File: src/hdl/rocache_pkg.sv
`default_nettype none

package rocache_pkg;

  // ----------------------------------------------------------
  // Geometry
  // ----------------------------------------------------------
  localparam int unsigned ADDR_W     = 16;
  localparam int unsigned DATA_W     = 32;
  localparam int unsigned LINE_WORDS = 4;
  localparam int unsigned LINE_COUNT = 8;
  localparam int unsigned NUM_RULES  = 2;

  // Address split, low to high: byte, word, index, tag
  localparam int unsigned BYTE_OFS_W = $clog2(DATA_W / 8);
  localparam int unsigned WORD_OFS_W = $clog2(LINE_WORDS);
  localparam int unsigned INDEX_W    = $clog2(LINE_COUNT);
  localparam int unsigned TAG_W      = ADDR_W - INDEX_W - WORD_OFS_W - BYTE_OFS_W;

  // ----------------------------------------------------------
  // Shared types
  // ----------------------------------------------------------
  typedef logic [ADDR_W-1:0]            addr_t;
  typedef logic [DATA_W-1:0]            data_t;
  // Word 0 sits in the low bits
  typedef logic [LINE_WORDS*DATA_W-1:0] line_t;
  typedef logic [INDEX_W-1:0]           index_t;
  typedef logic [TAG_W-1:0]             tag_t;
  typedef logic [WORD_OFS_W-1:0]        word_ofs_t;

  typedef enum logic {
    PATH_BYPASS = 1'b0,
    PATH_CACHE  = 1'b1
  } path_e;

endpackage

`default_nettype wire

File: src/hdl/rocache_lookup.sv
`timescale 1ns/1ns
`default_nettype none

module rocache_lookup (
  input  logic               clk_i,
  input  logic               rst_n_i,
  input  logic               flush_req_i,
  output logic               flush_ack_o,
  input  logic               cache_req_i,
  input  rocache_pkg::addr_t cache_addr_i,
  output logic               cache_ack_o,
  output rocache_pkg::data_t cache_rdata_o,
  output logic               cache_err_o,
  output logic               fill_req_o,
  output rocache_pkg::addr_t fill_addr_o,
  input  logic               fill_ack_i,
  input  rocache_pkg::line_t fill_line_i,
  input  logic               fill_err_i
);
  import rocache_pkg::*;

  typedef enum logic [2:0] {
    L_IDLE, L_CMP, L_FILL, L_ACK, L_FLUSH, L_FDONE
  } state_e;

  state_e                state_q;
  logic [LINE_COUNT-1:0] valid_q;
  tag_t                  tag_mem [LINE_COUNT];
  line_t                 data_mem [LINE_COUNT];
  addr_t                 addr_q;
  data_t                 rdata_q;
  index_t                flush_idx_q;
  logic                  ack_q;
  logic                  err_q;
  logic                  fill_req_q;
  logic                  flush_ack_q;
  index_t                idx;
  tag_t                  tag;
  word_ofs_t             word;
  logic                  hit;

  assign idx  = addr_q[BYTE_OFS_W+WORD_OFS_W +: INDEX_W];
  assign tag  = addr_q[ADDR_W-1 -: TAG_W];
  assign word = addr_q[BYTE_OFS_W +: WORD_OFS_W];
  assign hit  = valid_q[idx] && (tag_mem[idx] == tag);

  // ----------------------------------------------------------
  // Control FSM
  // ----------------------------------------------------------
  always_ff @(posedge clk_i) begin
    if (!rst_n_i) begin
      state_q     <= L_IDLE;
      valid_q     <= '0;
      flush_idx_q <= '0;
      ack_q       <= 1'b0;
      err_q       <= 1'b0;
      fill_req_q  <= 1'b0;
      flush_ack_q <= 1'b0;
    end else begin
      case (state_q)
        L_IDLE: begin
          if (flush_req_i) begin
            flush_idx_q <= '0;
            state_q     <= L_FLUSH;
          end else if (cache_req_i) begin
            state_q <= L_CMP;
          end
        end
        L_CMP: begin
          if (hit) begin
            err_q   <= 1'b0;
            ack_q   <= 1'b1;
            state_q <= L_ACK;
          end else begin
            fill_req_q <= 1'b1;
            state_q    <= L_FILL;
          end
        end
        L_FILL: begin
          if (fill_ack_i) begin
            // Failed refill keeps the line out of the cache
            valid_q[idx] <= !fill_err_i;
            err_q        <= fill_err_i;
            fill_req_q   <= 1'b0;
            ack_q        <= 1'b1;
            state_q      <= L_ACK;
          end
        end
        L_ACK: begin
          if (!cache_req_i && !fill_ack_i) begin
            ack_q   <= 1'b0;
            state_q <= L_IDLE;
          end
        end
        // One line per cycle
        L_FLUSH: begin
          valid_q[flush_idx_q] <= 1'b0;
          flush_idx_q          <= flush_idx_q + 1'b1;
          if (flush_idx_q == index_t'(LINE_COUNT - 1)) begin
            flush_ack_q <= 1'b1;
            state_q     <= L_FDONE;
          end
        end
        L_FDONE: begin
          if (!flush_req_i) begin
            flush_ack_q <= 1'b0;
            state_q     <= L_IDLE;
          end
        end
        default: state_q <= L_IDLE;
      endcase
    end
  end

  // Arrays and read data
  always_ff @(posedge clk_i) begin
    if (state_q == L_IDLE && cache_req_i) addr_q <= cache_addr_i;
    if (state_q == L_CMP) rdata_q <= data_mem[idx][word*DATA_W +: DATA_W];
    if (state_q == L_FILL && fill_ack_i) begin
      rdata_q <= fill_line_i[word*DATA_W +: DATA_W];
      if (!fill_err_i) begin
        data_mem[idx] <= fill_line_i;
        tag_mem[idx]  <= tag;
      end
    end
  end

  assign cache_ack_o   = ack_q;
  assign cache_rdata_o = rdata_q;
  assign cache_err_o   = err_q;
  assign fill_req_o    = fill_req_q;
  assign fill_addr_o   = {addr_q[ADDR_W-1:BYTE_OFS_W+WORD_OFS_W],
                          {(BYTE_OFS_W + WORD_OFS_W){1'b0}}};
  assign flush_ack_o   = flush_ack_q;

endmodule

`default_nettype wire

File: src/hdl/rocache_mem_arb.sv
`timescale 1ns/1ns
`default_nettype none

module rocache_mem_arb (
  input  logic               clk_i,
  input  logic               rst_n_i,
  input  logic               byp_req_i,
  input  logic               byp_we_i,
  input  rocache_pkg::addr_t byp_addr_i,
  input  rocache_pkg::data_t byp_wdata_i,
  output logic               byp_ack_o,
  output rocache_pkg::data_t byp_rdata_o,
  output logic               byp_err_o,
  input  logic               rd_req_i,
  input  rocache_pkg::addr_t rd_addr_i,
  output logic               rd_ack_o,
  output rocache_pkg::data_t rd_rdata_o,
  output logic               rd_err_o,
  output logic               mem_req_o,
  output logic               mem_we_o,
  output rocache_pkg::addr_t mem_addr_o,
  output rocache_pkg::data_t mem_wdata_o,
  input  logic               mem_ack_i,
  input  rocache_pkg::data_t mem_rdata_i,
  input  logic               mem_err_i
);
  import rocache_pkg::*;

  logic busy_q;
  // High when the refill engine owns the port
  logic gnt_rd_q;
  logic gnt_req;

  assign gnt_req = gnt_rd_q ? rd_req_i : byp_req_i;

  // Grant lasts until both the client req and the memory ack are low
  always_ff @(posedge clk_i) begin
    if (!rst_n_i) begin
      busy_q   <= 1'b0;
      gnt_rd_q <= 1'b0;
    end else if (!busy_q) begin
      if (rd_req_i || byp_req_i) begin
        busy_q   <= 1'b1;
        gnt_rd_q <= rd_req_i;
      end
    end else if (!gnt_req && !mem_ack_i) begin
      busy_q <= 1'b0;
    end
  end

  assign mem_req_o   = busy_q && gnt_req;
  assign mem_we_o    = !gnt_rd_q && byp_we_i;
  assign mem_addr_o  = gnt_rd_q ? rd_addr_i : byp_addr_i;
  assign mem_wdata_o = gnt_rd_q ? data_t'(0) : byp_wdata_i;

  assign byp_ack_o   = busy_q && !gnt_rd_q && mem_ack_i;
  assign rd_ack_o    = busy_q && gnt_rd_q && mem_ack_i;
  assign byp_rdata_o = mem_rdata_i;
  assign rd_rdata_o  = mem_rdata_i;
  assign byp_err_o   = !gnt_rd_q && mem_err_i;
  assign rd_err_o    = gnt_rd_q && mem_err_i;

endmodule

`default_nettype wire

File: src/hdl/rocache_refill.sv
`timescale 1ns/1ns
`default_nettype none

module rocache_refill (
  input  logic               clk_i,
  input  logic               rst_n_i,
  input  logic               fill_req_i,
  input  rocache_pkg::addr_t fill_addr_i,
  output logic               fill_ack_o,
  output rocache_pkg::line_t fill_line_o,
  output logic               fill_err_o,
  output logic               rd_req_o,
  output rocache_pkg::addr_t rd_addr_o,
  input  logic               rd_ack_i,
  input  rocache_pkg::data_t rd_rdata_i,
  input  logic               rd_err_i
);
  import rocache_pkg::*;

  typedef enum logic [1:0] {R_IDLE, R_REQ, R_REL, R_ACK} state_e;

  state_e    state_q;
  word_ofs_t word_q;
  line_t     line_q;
  logic      err_q;
  logic      rd_req_q;
  logic      fill_ack_q;

  // Word sequencer, one four-phase read per word
  always_ff @(posedge clk_i) begin
    if (!rst_n_i) begin
      state_q    <= R_IDLE;
      word_q     <= '0;
      err_q      <= 1'b0;
      rd_req_q   <= 1'b0;
      fill_ack_q <= 1'b0;
    end else begin
      case (state_q)
        R_IDLE: begin
          if (fill_req_i) begin
            word_q   <= '0;
            err_q    <= 1'b0;
            rd_req_q <= 1'b1;
            state_q  <= R_REQ;
          end
        end
        R_REQ: begin
          if (rd_ack_i) begin
            err_q    <= err_q | rd_err_i;
            rd_req_q <= 1'b0;
            state_q  <= R_REL;
          end
        end
        R_REL: begin
          if (!rd_ack_i) begin
            if (word_q == word_ofs_t'(LINE_WORDS - 1)) begin
              fill_ack_q <= 1'b1;
              state_q    <= R_ACK;
            end else begin
              word_q   <= word_q + 1'b1;
              rd_req_q <= 1'b1;
              state_q  <= R_REQ;
            end
          end
        end
        R_ACK: begin
          if (!fill_req_i) begin
            fill_ack_q <= 1'b0;
            state_q    <= R_IDLE;
          end
        end
        default: state_q <= R_IDLE;
      endcase
    end
  end

  // Line assembly
  always_ff @(posedge clk_i) begin
    if (state_q == R_REQ && rd_ack_i) line_q[word_q*DATA_W +: DATA_W] <= rd_rdata_i;
  end

  assign rd_req_o    = rd_req_q;
  assign rd_addr_o   = {fill_addr_i[ADDR_W-1:BYTE_OFS_W+WORD_OFS_W], word_q,
                        {BYTE_OFS_W{1'b0}}};
  assign fill_ack_o  = fill_ack_q;
  assign fill_line_o = line_q;
  assign fill_err_o  = err_q;

endmodule

`default_nettype wire

File: src/hdl/rocache_route.sv
`timescale 1ns/1ns
`default_nettype none

module rocache_route (
  input  logic                                            clk_i,
  input  logic                                            rst_n_i,
  input  logic                                            enable_i,
  input  rocache_pkg::addr_t [rocache_pkg::NUM_RULES-1:0] rule_start_i,
  input  rocache_pkg::addr_t [rocache_pkg::NUM_RULES-1:0] rule_end_i,
  input  logic                                            cpu_req_i,
  input  logic                                            cpu_we_i,
  input  rocache_pkg::addr_t                              cpu_addr_i,
  input  rocache_pkg::data_t                              cpu_wdata_i,
  output logic                                            cpu_ack_o,
  output rocache_pkg::data_t                              cpu_rdata_o,
  output logic                                            cpu_err_o,
  output logic                                            cache_req_o,
  output rocache_pkg::addr_t                              cache_addr_o,
  input  logic                                            cache_ack_i,
  input  rocache_pkg::data_t                              cache_rdata_i,
  input  logic                                            cache_err_i,
  output logic                                            byp_req_o,
  output logic                                            byp_we_o,
  output rocache_pkg::addr_t                              byp_addr_o,
  output rocache_pkg::data_t                              byp_wdata_o,
  input  logic                                            byp_ack_i,
  input  rocache_pkg::data_t                              byp_rdata_i,
  input  logic                                            byp_err_i
);
  import rocache_pkg::*;

  path_e path_d;
  path_e path_q;
  logic  busy_q;
  // CPU has dropped its request
  logic  rel_q;
  logic  in_rule;
  logic  sel_ack;

  // Region match, only reads go to the cache
  always_comb begin
    in_rule = 1'b0;
    for (int i = 0; i < NUM_RULES; i++) begin
      if (cpu_addr_i >= rule_start_i[i] && cpu_addr_i < rule_end_i[i]) begin
        in_rule = 1'b1;
      end
    end
    path_d = (in_rule && enable_i && !cpu_we_i) ? PATH_CACHE : PATH_BYPASS;
  end

  // Path is sampled once and held until the downstream ack falls
  always_ff @(posedge clk_i) begin
    if (!rst_n_i) begin
      busy_q <= 1'b0;
      rel_q  <= 1'b0;
      path_q <= PATH_BYPASS;
    end else if (!busy_q) begin
      if (cpu_req_i) begin
        busy_q <= 1'b1;
        path_q <= path_d;
      end
    end else if (!rel_q) begin
      if (!cpu_req_i) rel_q <= 1'b1;
    end else if (!sel_ack) begin
      busy_q <= 1'b0;
      rel_q  <= 1'b0;
    end
  end

  assign sel_ack      = (path_q == PATH_CACHE) ? cache_ack_i : byp_ack_i;
  assign cache_req_o  = busy_q && !rel_q && (path_q == PATH_CACHE);
  assign byp_req_o    = busy_q && !rel_q && (path_q == PATH_BYPASS);
  assign cache_addr_o = cpu_addr_i;
  assign byp_we_o     = cpu_we_i;
  assign byp_addr_o   = cpu_addr_i;
  assign byp_wdata_o  = cpu_wdata_i;

  assign cpu_ack_o   = busy_q && sel_ack;
  assign cpu_rdata_o = (path_q == PATH_CACHE) ? cache_rdata_i : byp_rdata_i;
  assign cpu_err_o   = (path_q == PATH_CACHE) ? cache_err_i : byp_err_i;

endmodule

`default_nettype wire

File: src/hdl/rocache_top.sv
`timescale 1ns/1ns
`default_nettype none

module rocache_top (
  input  logic                                            clk_i,
  input  logic                                            rst_n_i,
  input  logic                                            cpu_req_i,
  input  logic                                            cpu_we_i,
  input  rocache_pkg::addr_t                              cpu_addr_i,
  input  rocache_pkg::data_t                              cpu_wdata_i,
  output logic                                            cpu_ack_o,
  output rocache_pkg::data_t                              cpu_rdata_o,
  output logic                                            cpu_err_o,
  output logic                                            mem_req_o,
  output logic                                            mem_we_o,
  output rocache_pkg::addr_t                              mem_addr_o,
  output rocache_pkg::data_t                              mem_wdata_o,
  input  logic                                            mem_ack_i,
  input  rocache_pkg::data_t                              mem_rdata_i,
  input  logic                                            mem_err_i,
  input  logic                                            enable_i,
  input  logic                                            flush_req_i,
  output logic                                            flush_ack_o,
  input  rocache_pkg::addr_t [rocache_pkg::NUM_RULES-1:0] rule_start_i,
  input  rocache_pkg::addr_t [rocache_pkg::NUM_RULES-1:0] rule_end_i
);
  import rocache_pkg::*;

  // Route to lookup
  logic  cache_req;
  addr_t cache_addr;
  logic  cache_ack;
  data_t cache_rdata;
  logic  cache_err;

  // Bypass client of the arbiter
  logic  byp_req;
  logic  byp_we;
  addr_t byp_addr;
  data_t byp_wdata;
  logic  byp_ack;
  data_t byp_rdata;
  logic  byp_err;

  // Lookup to refill
  logic  fill_req;
  addr_t fill_addr;
  logic  fill_ack;
  line_t fill_line;
  logic  fill_err;

  // Refill client of the arbiter
  logic  rd_req;
  addr_t rd_addr;
  logic  rd_ack;
  data_t rd_rdata;
  logic  rd_err;

  // ----------------------------------------------------------
  // Request routing
  // ----------------------------------------------------------
  rocache_route i_route (
    .clk_i         (clk_i),
    .rst_n_i       (rst_n_i),
    .enable_i      (enable_i),
    .rule_start_i  (rule_start_i),
    .rule_end_i    (rule_end_i),
    .cpu_req_i     (cpu_req_i),
    .cpu_we_i      (cpu_we_i),
    .cpu_addr_i    (cpu_addr_i),
    .cpu_wdata_i   (cpu_wdata_i),
    .cpu_ack_o     (cpu_ack_o),
    .cpu_rdata_o   (cpu_rdata_o),
    .cpu_err_o     (cpu_err_o),
    .cache_req_o   (cache_req),
    .cache_addr_o  (cache_addr),
    .cache_ack_i   (cache_ack),
    .cache_rdata_i (cache_rdata),
    .cache_err_i   (cache_err),
    .byp_req_o     (byp_req),
    .byp_we_o      (byp_we),
    .byp_addr_o    (byp_addr),
    .byp_wdata_o   (byp_wdata),
    .byp_ack_i     (byp_ack),
    .byp_rdata_i   (byp_rdata),
    .byp_err_i     (byp_err)
  );

  // ----------------------------------------------------------
  // Cache arrays and line refill
  // ----------------------------------------------------------
  rocache_lookup i_lookup (
    .clk_i         (clk_i),
    .rst_n_i       (rst_n_i),
    .flush_req_i   (flush_req_i),
    .flush_ack_o   (flush_ack_o),
    .cache_req_i   (cache_req),
    .cache_addr_i  (cache_addr),
    .cache_ack_o   (cache_ack),
    .cache_rdata_o (cache_rdata),
    .cache_err_o   (cache_err),
    .fill_req_o    (fill_req),
    .fill_addr_o   (fill_addr),
    .fill_ack_i    (fill_ack),
    .fill_line_i   (fill_line),
    .fill_err_i    (fill_err)
  );

  rocache_refill i_refill (
    .clk_i       (clk_i),
    .rst_n_i     (rst_n_i),
    .fill_req_i  (fill_req),
    .fill_addr_i (fill_addr),
    .fill_ack_o  (fill_ack),
    .fill_line_o (fill_line),
    .fill_err_o  (fill_err),
    .rd_req_o    (rd_req),
    .rd_addr_o   (rd_addr),
    .rd_ack_i    (rd_ack),
    .rd_rdata_i  (rd_rdata),
    .rd_err_i    (rd_err)
  );

  // ----------------------------------------------------------
  // Memory port sharing
  // ----------------------------------------------------------
  rocache_mem_arb i_mem_arb (
    .clk_i       (clk_i),
    .rst_n_i     (rst_n_i),
    .byp_req_i   (byp_req),
    .byp_we_i    (byp_we),
    .byp_addr_i  (byp_addr),
    .byp_wdata_i (byp_wdata),
    .byp_ack_o   (byp_ack),
    .byp_rdata_o (byp_rdata),
    .byp_err_o   (byp_err),
    .rd_req_i    (rd_req),
    .rd_addr_i   (rd_addr),
    .rd_ack_o    (rd_ack),
    .rd_rdata_o  (rd_rdata),
    .rd_err_o    (rd_err),
    .mem_req_o   (mem_req_o),
    .mem_we_o    (mem_we_o),
    .mem_addr_o  (mem_addr_o),
    .mem_wdata_o (mem_wdata_o),
    .mem_ack_i   (mem_ack_i),
    .mem_rdata_i (mem_rdata_i),
    .mem_err_i   (mem_err_i)
  );

endmodule

`default_nettype wire

File: config.mk
export PLATFORM = sky130hd
export DESIGN_NAME = rocache_top
export DESIGN_NICKNAME = d
export VERILOG_FILES = /design/src/hdl/rocache_pkg.sv /design/src/hdl/rocache_lookup.sv /design/src/hdl/rocache_mem_arb.sv /design/src/hdl/rocache_refill.sv /design/src/hdl/rocache_route.sv /design/src/hdl/rocache_top.sv
export SDC_FILE = /design/constraint.sdc
export NUM_CORES = 1
export LEC_CHECK = 0
export BUFFER_PORTS_ARGS = -buffer_cell sky130_fd_sc_hd__buf_2
export CAP_MARGIN = 20
export CORE_ASPECT_RATIO = 1.2
export CORE_MARGIN = 4
export CORE_UTILIZATION = 30
export CTS_CLUSTER_DIAMETER = 150
export CTS_CLUSTER_SIZE = 10
export DETAILED_ROUTE_END_ITERATION = 10
export PLACE_DENSITY = 0.44
export SLEW_MARGIN = 20
export SYNTH_ARGS = -nofsm -noshare
export SYNTH_HDL_FRONTEND = slang
export SYNTH_SLANG_ARGS = --single-unit
File: constraint.sdc
create_clock -name clk_i -period 33.5 [get_ports clk_i]
set_input_delay 6.7 -clock clk_i [delete_from_list [all_inputs] [get_ports clk_i]]
set_output_delay 6.7 -clock clk_i [all_outputs]
set_load 0.02 [all_outputs]
==> results.json <==
{
  "yosys.area.top_type": "edfxtp_1",
  "placeableCoreArea_um2": 175000,
  "synth_enable_flop_cells": 1270,
  "startpoint_type": "input port",
  "syn_area_per_cell_um2": 20.9,
  "synthFlopType": "edfxtp_1",
  "max_freq_ghz": 0.0711,
  "die-area_um2": 182000,
  "antenna_found_initial": 10,
  "ioPinCount": 237,
  "drc": 0,
  "postRouteAntennaNets": 0,
  "skew_ps": 61.7,
  "post_cts_resized": 0,
  "numCtsBuffers": 148,
  "viasPerCell": 5.01,
  "vias": 25800,
  "yosysSeqAreaShare_pct": 73.6,
  "finalHoldViolCount": 0,
  "ys_ff_latch": 1303,
  "fin_nets": 3042,
  "cts_buffer_depth": 3,
  "setup_violations": 0,
  "rows": 168,
  "worstSkewPairLatency_ps": 790,
  "hp-class": "reg2reg",
  "dp_slack_ps": 19420,
  "clockRootBuffer": "clkbuf_16",
  "netlist.area_leader.share_pct": 72.4,
  "yosys-top-cells-count": "edfxtp_1 (1,270), mux4_2 (372), and2_1 (136)",
  "cp_max_fo": 7,
  "outcome": "completed",
  "drtIter0Drc": 1834,
  "ir_drop_mv": 0.0393,
  "firstDrtPassIters": 5,
  "place.gp.congestion": 0.841,
  "crit_required_ps": 26800,
  "syn2layout_area_growth_pct": 15.7,
  "cap_viol_max_count": 0,
  "cts_tree": "built",
  "numClockSinks": 1303,
  "die_h_um": 467,
  "holdBufCountCts": 0,
  "dp_hpwl_um": 75100,
  "grt_pass1_wl_um": 201000,
  "ys_types": 52,
  "crit_type": "in2out",
  "wl_um": 138000,
  "grt_pass1_vias": 28700,
  "clk_pin_slew_ps": 50,
  "p_leak_uw": 0.0195,
  "async_flop_share_pct": 0,
  "grt.overflow.total": 0,
  "die_w_um": 391,
  "postCtsSetupBuffers": 0,
  "syn-cell-area_um2": 52700,
  "slew_headroom_pct": 33.0,
  "setup_ws_ps": 19440,
  "htreeDepth": 4,
  "syn_nets": 2742,
  "min_period_ps": 14060,
  "grt_max_degree": 148,
  "critPathArrivalTime_ps": 7360,
  "yosysMostFrequentCell": "edfxtp_1",
  "rsz0062_at_grt": "false",
  "drive_gt1_share_pct": 31.2,
  "finalCritPeriodShare_pct": 42.0,
  "synth_cells": 2520,
  "cp-end-kind": "output port",
  "p_per_area_nw_per_um2": 53.8,
  "yosys-top-cells-area": "edfxtp_1 (72%), mux4_2 (16%), ha_1 (1.7%), and2_1 (1.6%), dfxtp_1 (1.3%)",
  "tightest_slew_ps": 1000,
  "initial_core_util_pct": 30.2,
  "fin_setup_tns_ps": 0,
  "slew_viol_final": 0,
  "track_usage_pct": 15.1,
  "port_buffers": 236,
  "wl_per_cell_um": 26.7,
  "yosysWarnings": 0
}
==> worst max-delay path, stage by stage <==
cell and delay [ps]:
buf_2 160, mux2_2 320, buf_2 170
==> final cells by class <==
type,count,area [um2]
Fill cell,16300,114000
Sequential cell,1303,38800
Multi-Input combinational cell,1019,13200
Clock buffer,169,3780
Tap cell,2295,2870
Timing Repair Buffer,277,1620
Clock inverter,16,404
Inverter,71,267
Antenna cell,2,5.00
==> metal layers <==
layer | share of wire (%) | GRT usage, % | vias to the layer above
met2 | 51 | 26.3 | 728
li1 | - | - | 10900
met3 | 4.5 | 2.61 | 156
met5 | 0 | 0 | -
met4 | 1.5 | 3.38 | 0
met1 | 43 | 19.9 | 14000
==> where the power goes <==
part	total (uW)	switching, uW	leakage (uW)	internal [uW]
logic	73.8	41.5	0.00595	32.3
registers	1770	1.84	0.0116	1760
clock network	1440	636	0.00201	803
total	3280	679	0.0195	2600
==> path summary, 6_finish.rpt <==
| kind | startpoint | to | slack, ps | cells after the start |
|---|---|---|---|---|
| worst min register to register | i_lookup.flush_idx_q[0] | i_lookup.flush_idx_q[0] | 510 | 2 |
| worst max-delay path | cpu_addr_i[5] | mem_addr_o[5] | 19440 | 3 |
| worst min-delay path | i_lookup.flush_idx_q[0] | i_lookup.flush_idx_q[0] | 510 | 2 |
| worst max register to register | i_lookup.state_q[1] | i_lookup.data_mem[0][105] | 28160 | 8 |
==> cell usage in the layout (no fill, tap or decap), types with 3 or more instances in the layout <==
master,synthesis,routed
ha_1,70,70
edfxtp_1,1270,1270
clkbuf_1,77,21
a21o_1,8,8
nand2b_1,9,9
nor3b_4,0,3
nor2_4,0,6
buf_2,39,236
or3_1,3,3
clkbuf_16,0,148
clkinv_16,0,11
clkinv_8,0,4
o21a_1,11,11
inv_1,71,71
xnor2_1,5,5
o221a_2,4,4
and2_1,136,131
dfxtp_1,33,28
and3_1,4,4
mux2_2,50,50
a21oi_1,25,25
xor2_1,5,5
buf_12,0,9
a211oi_1,4,4
o211ai_1,6,6
nor3_1,10,7
a21boi_0,4,4
mux2i_1,45,45
nor2b_1,42,42
a31oi_1,7,7
nand3_1,6,6
mux4_2,372,372
nor2_1,37,31
buf_4,0,31
o21ai_0,58,58
nand4_1,7,7
nand2_1,62,61
and2_4,0,3
dfxtp_4,0,4
==> logic make-up (layout without fill, tap and decap cells) <==
family	count (synthesis)	after routing	synth area share, %
flip-flops	1303	1303	73.6
multiplexers	467	467	17.8
AND/OR/NAND/NOR	327	327	3.41
buffers and inverters	198	533	1.56
AO/OA/AOI/OAI	144	144	1.71
adder cells (fa/ha/maj)	71	71	1.68
XOR/XNOR	10	10	0.166
other	0	2	0
==> registers in the layout (all words and copies together), names as in the netlist, 2 cells and up, named ones only <==
register,cells
i_refill.state_q,2
i_refill.word_q,2
i_lookup.flush_idx_q,3
i_lookup.addr_q,14
i_lookup.tag_mem,72
i_lookup.cache_rdata_o,32
i_lookup.data_mem,1024
i_refill.fill_line_o,128
i_lookup.state_q,3
i_lookup.valid_q,8
==> metrics by stage <==
stage               util (%)  total power [uW]  hold slack, ps  cell area [um2]  cells
floorplan                  -              1840             466            52700   2520
global placement        32.5              1870             487            56700   4964
detailed placement      32.5              1870             506            56700   4964
CTS                     34.9              3330             515            60900   5149
global route            34.9              3400             546            60900   5150
finish                  34.9              3280             515            60900   5152
No activity file was read; power rests on OpenSTA's default activity.
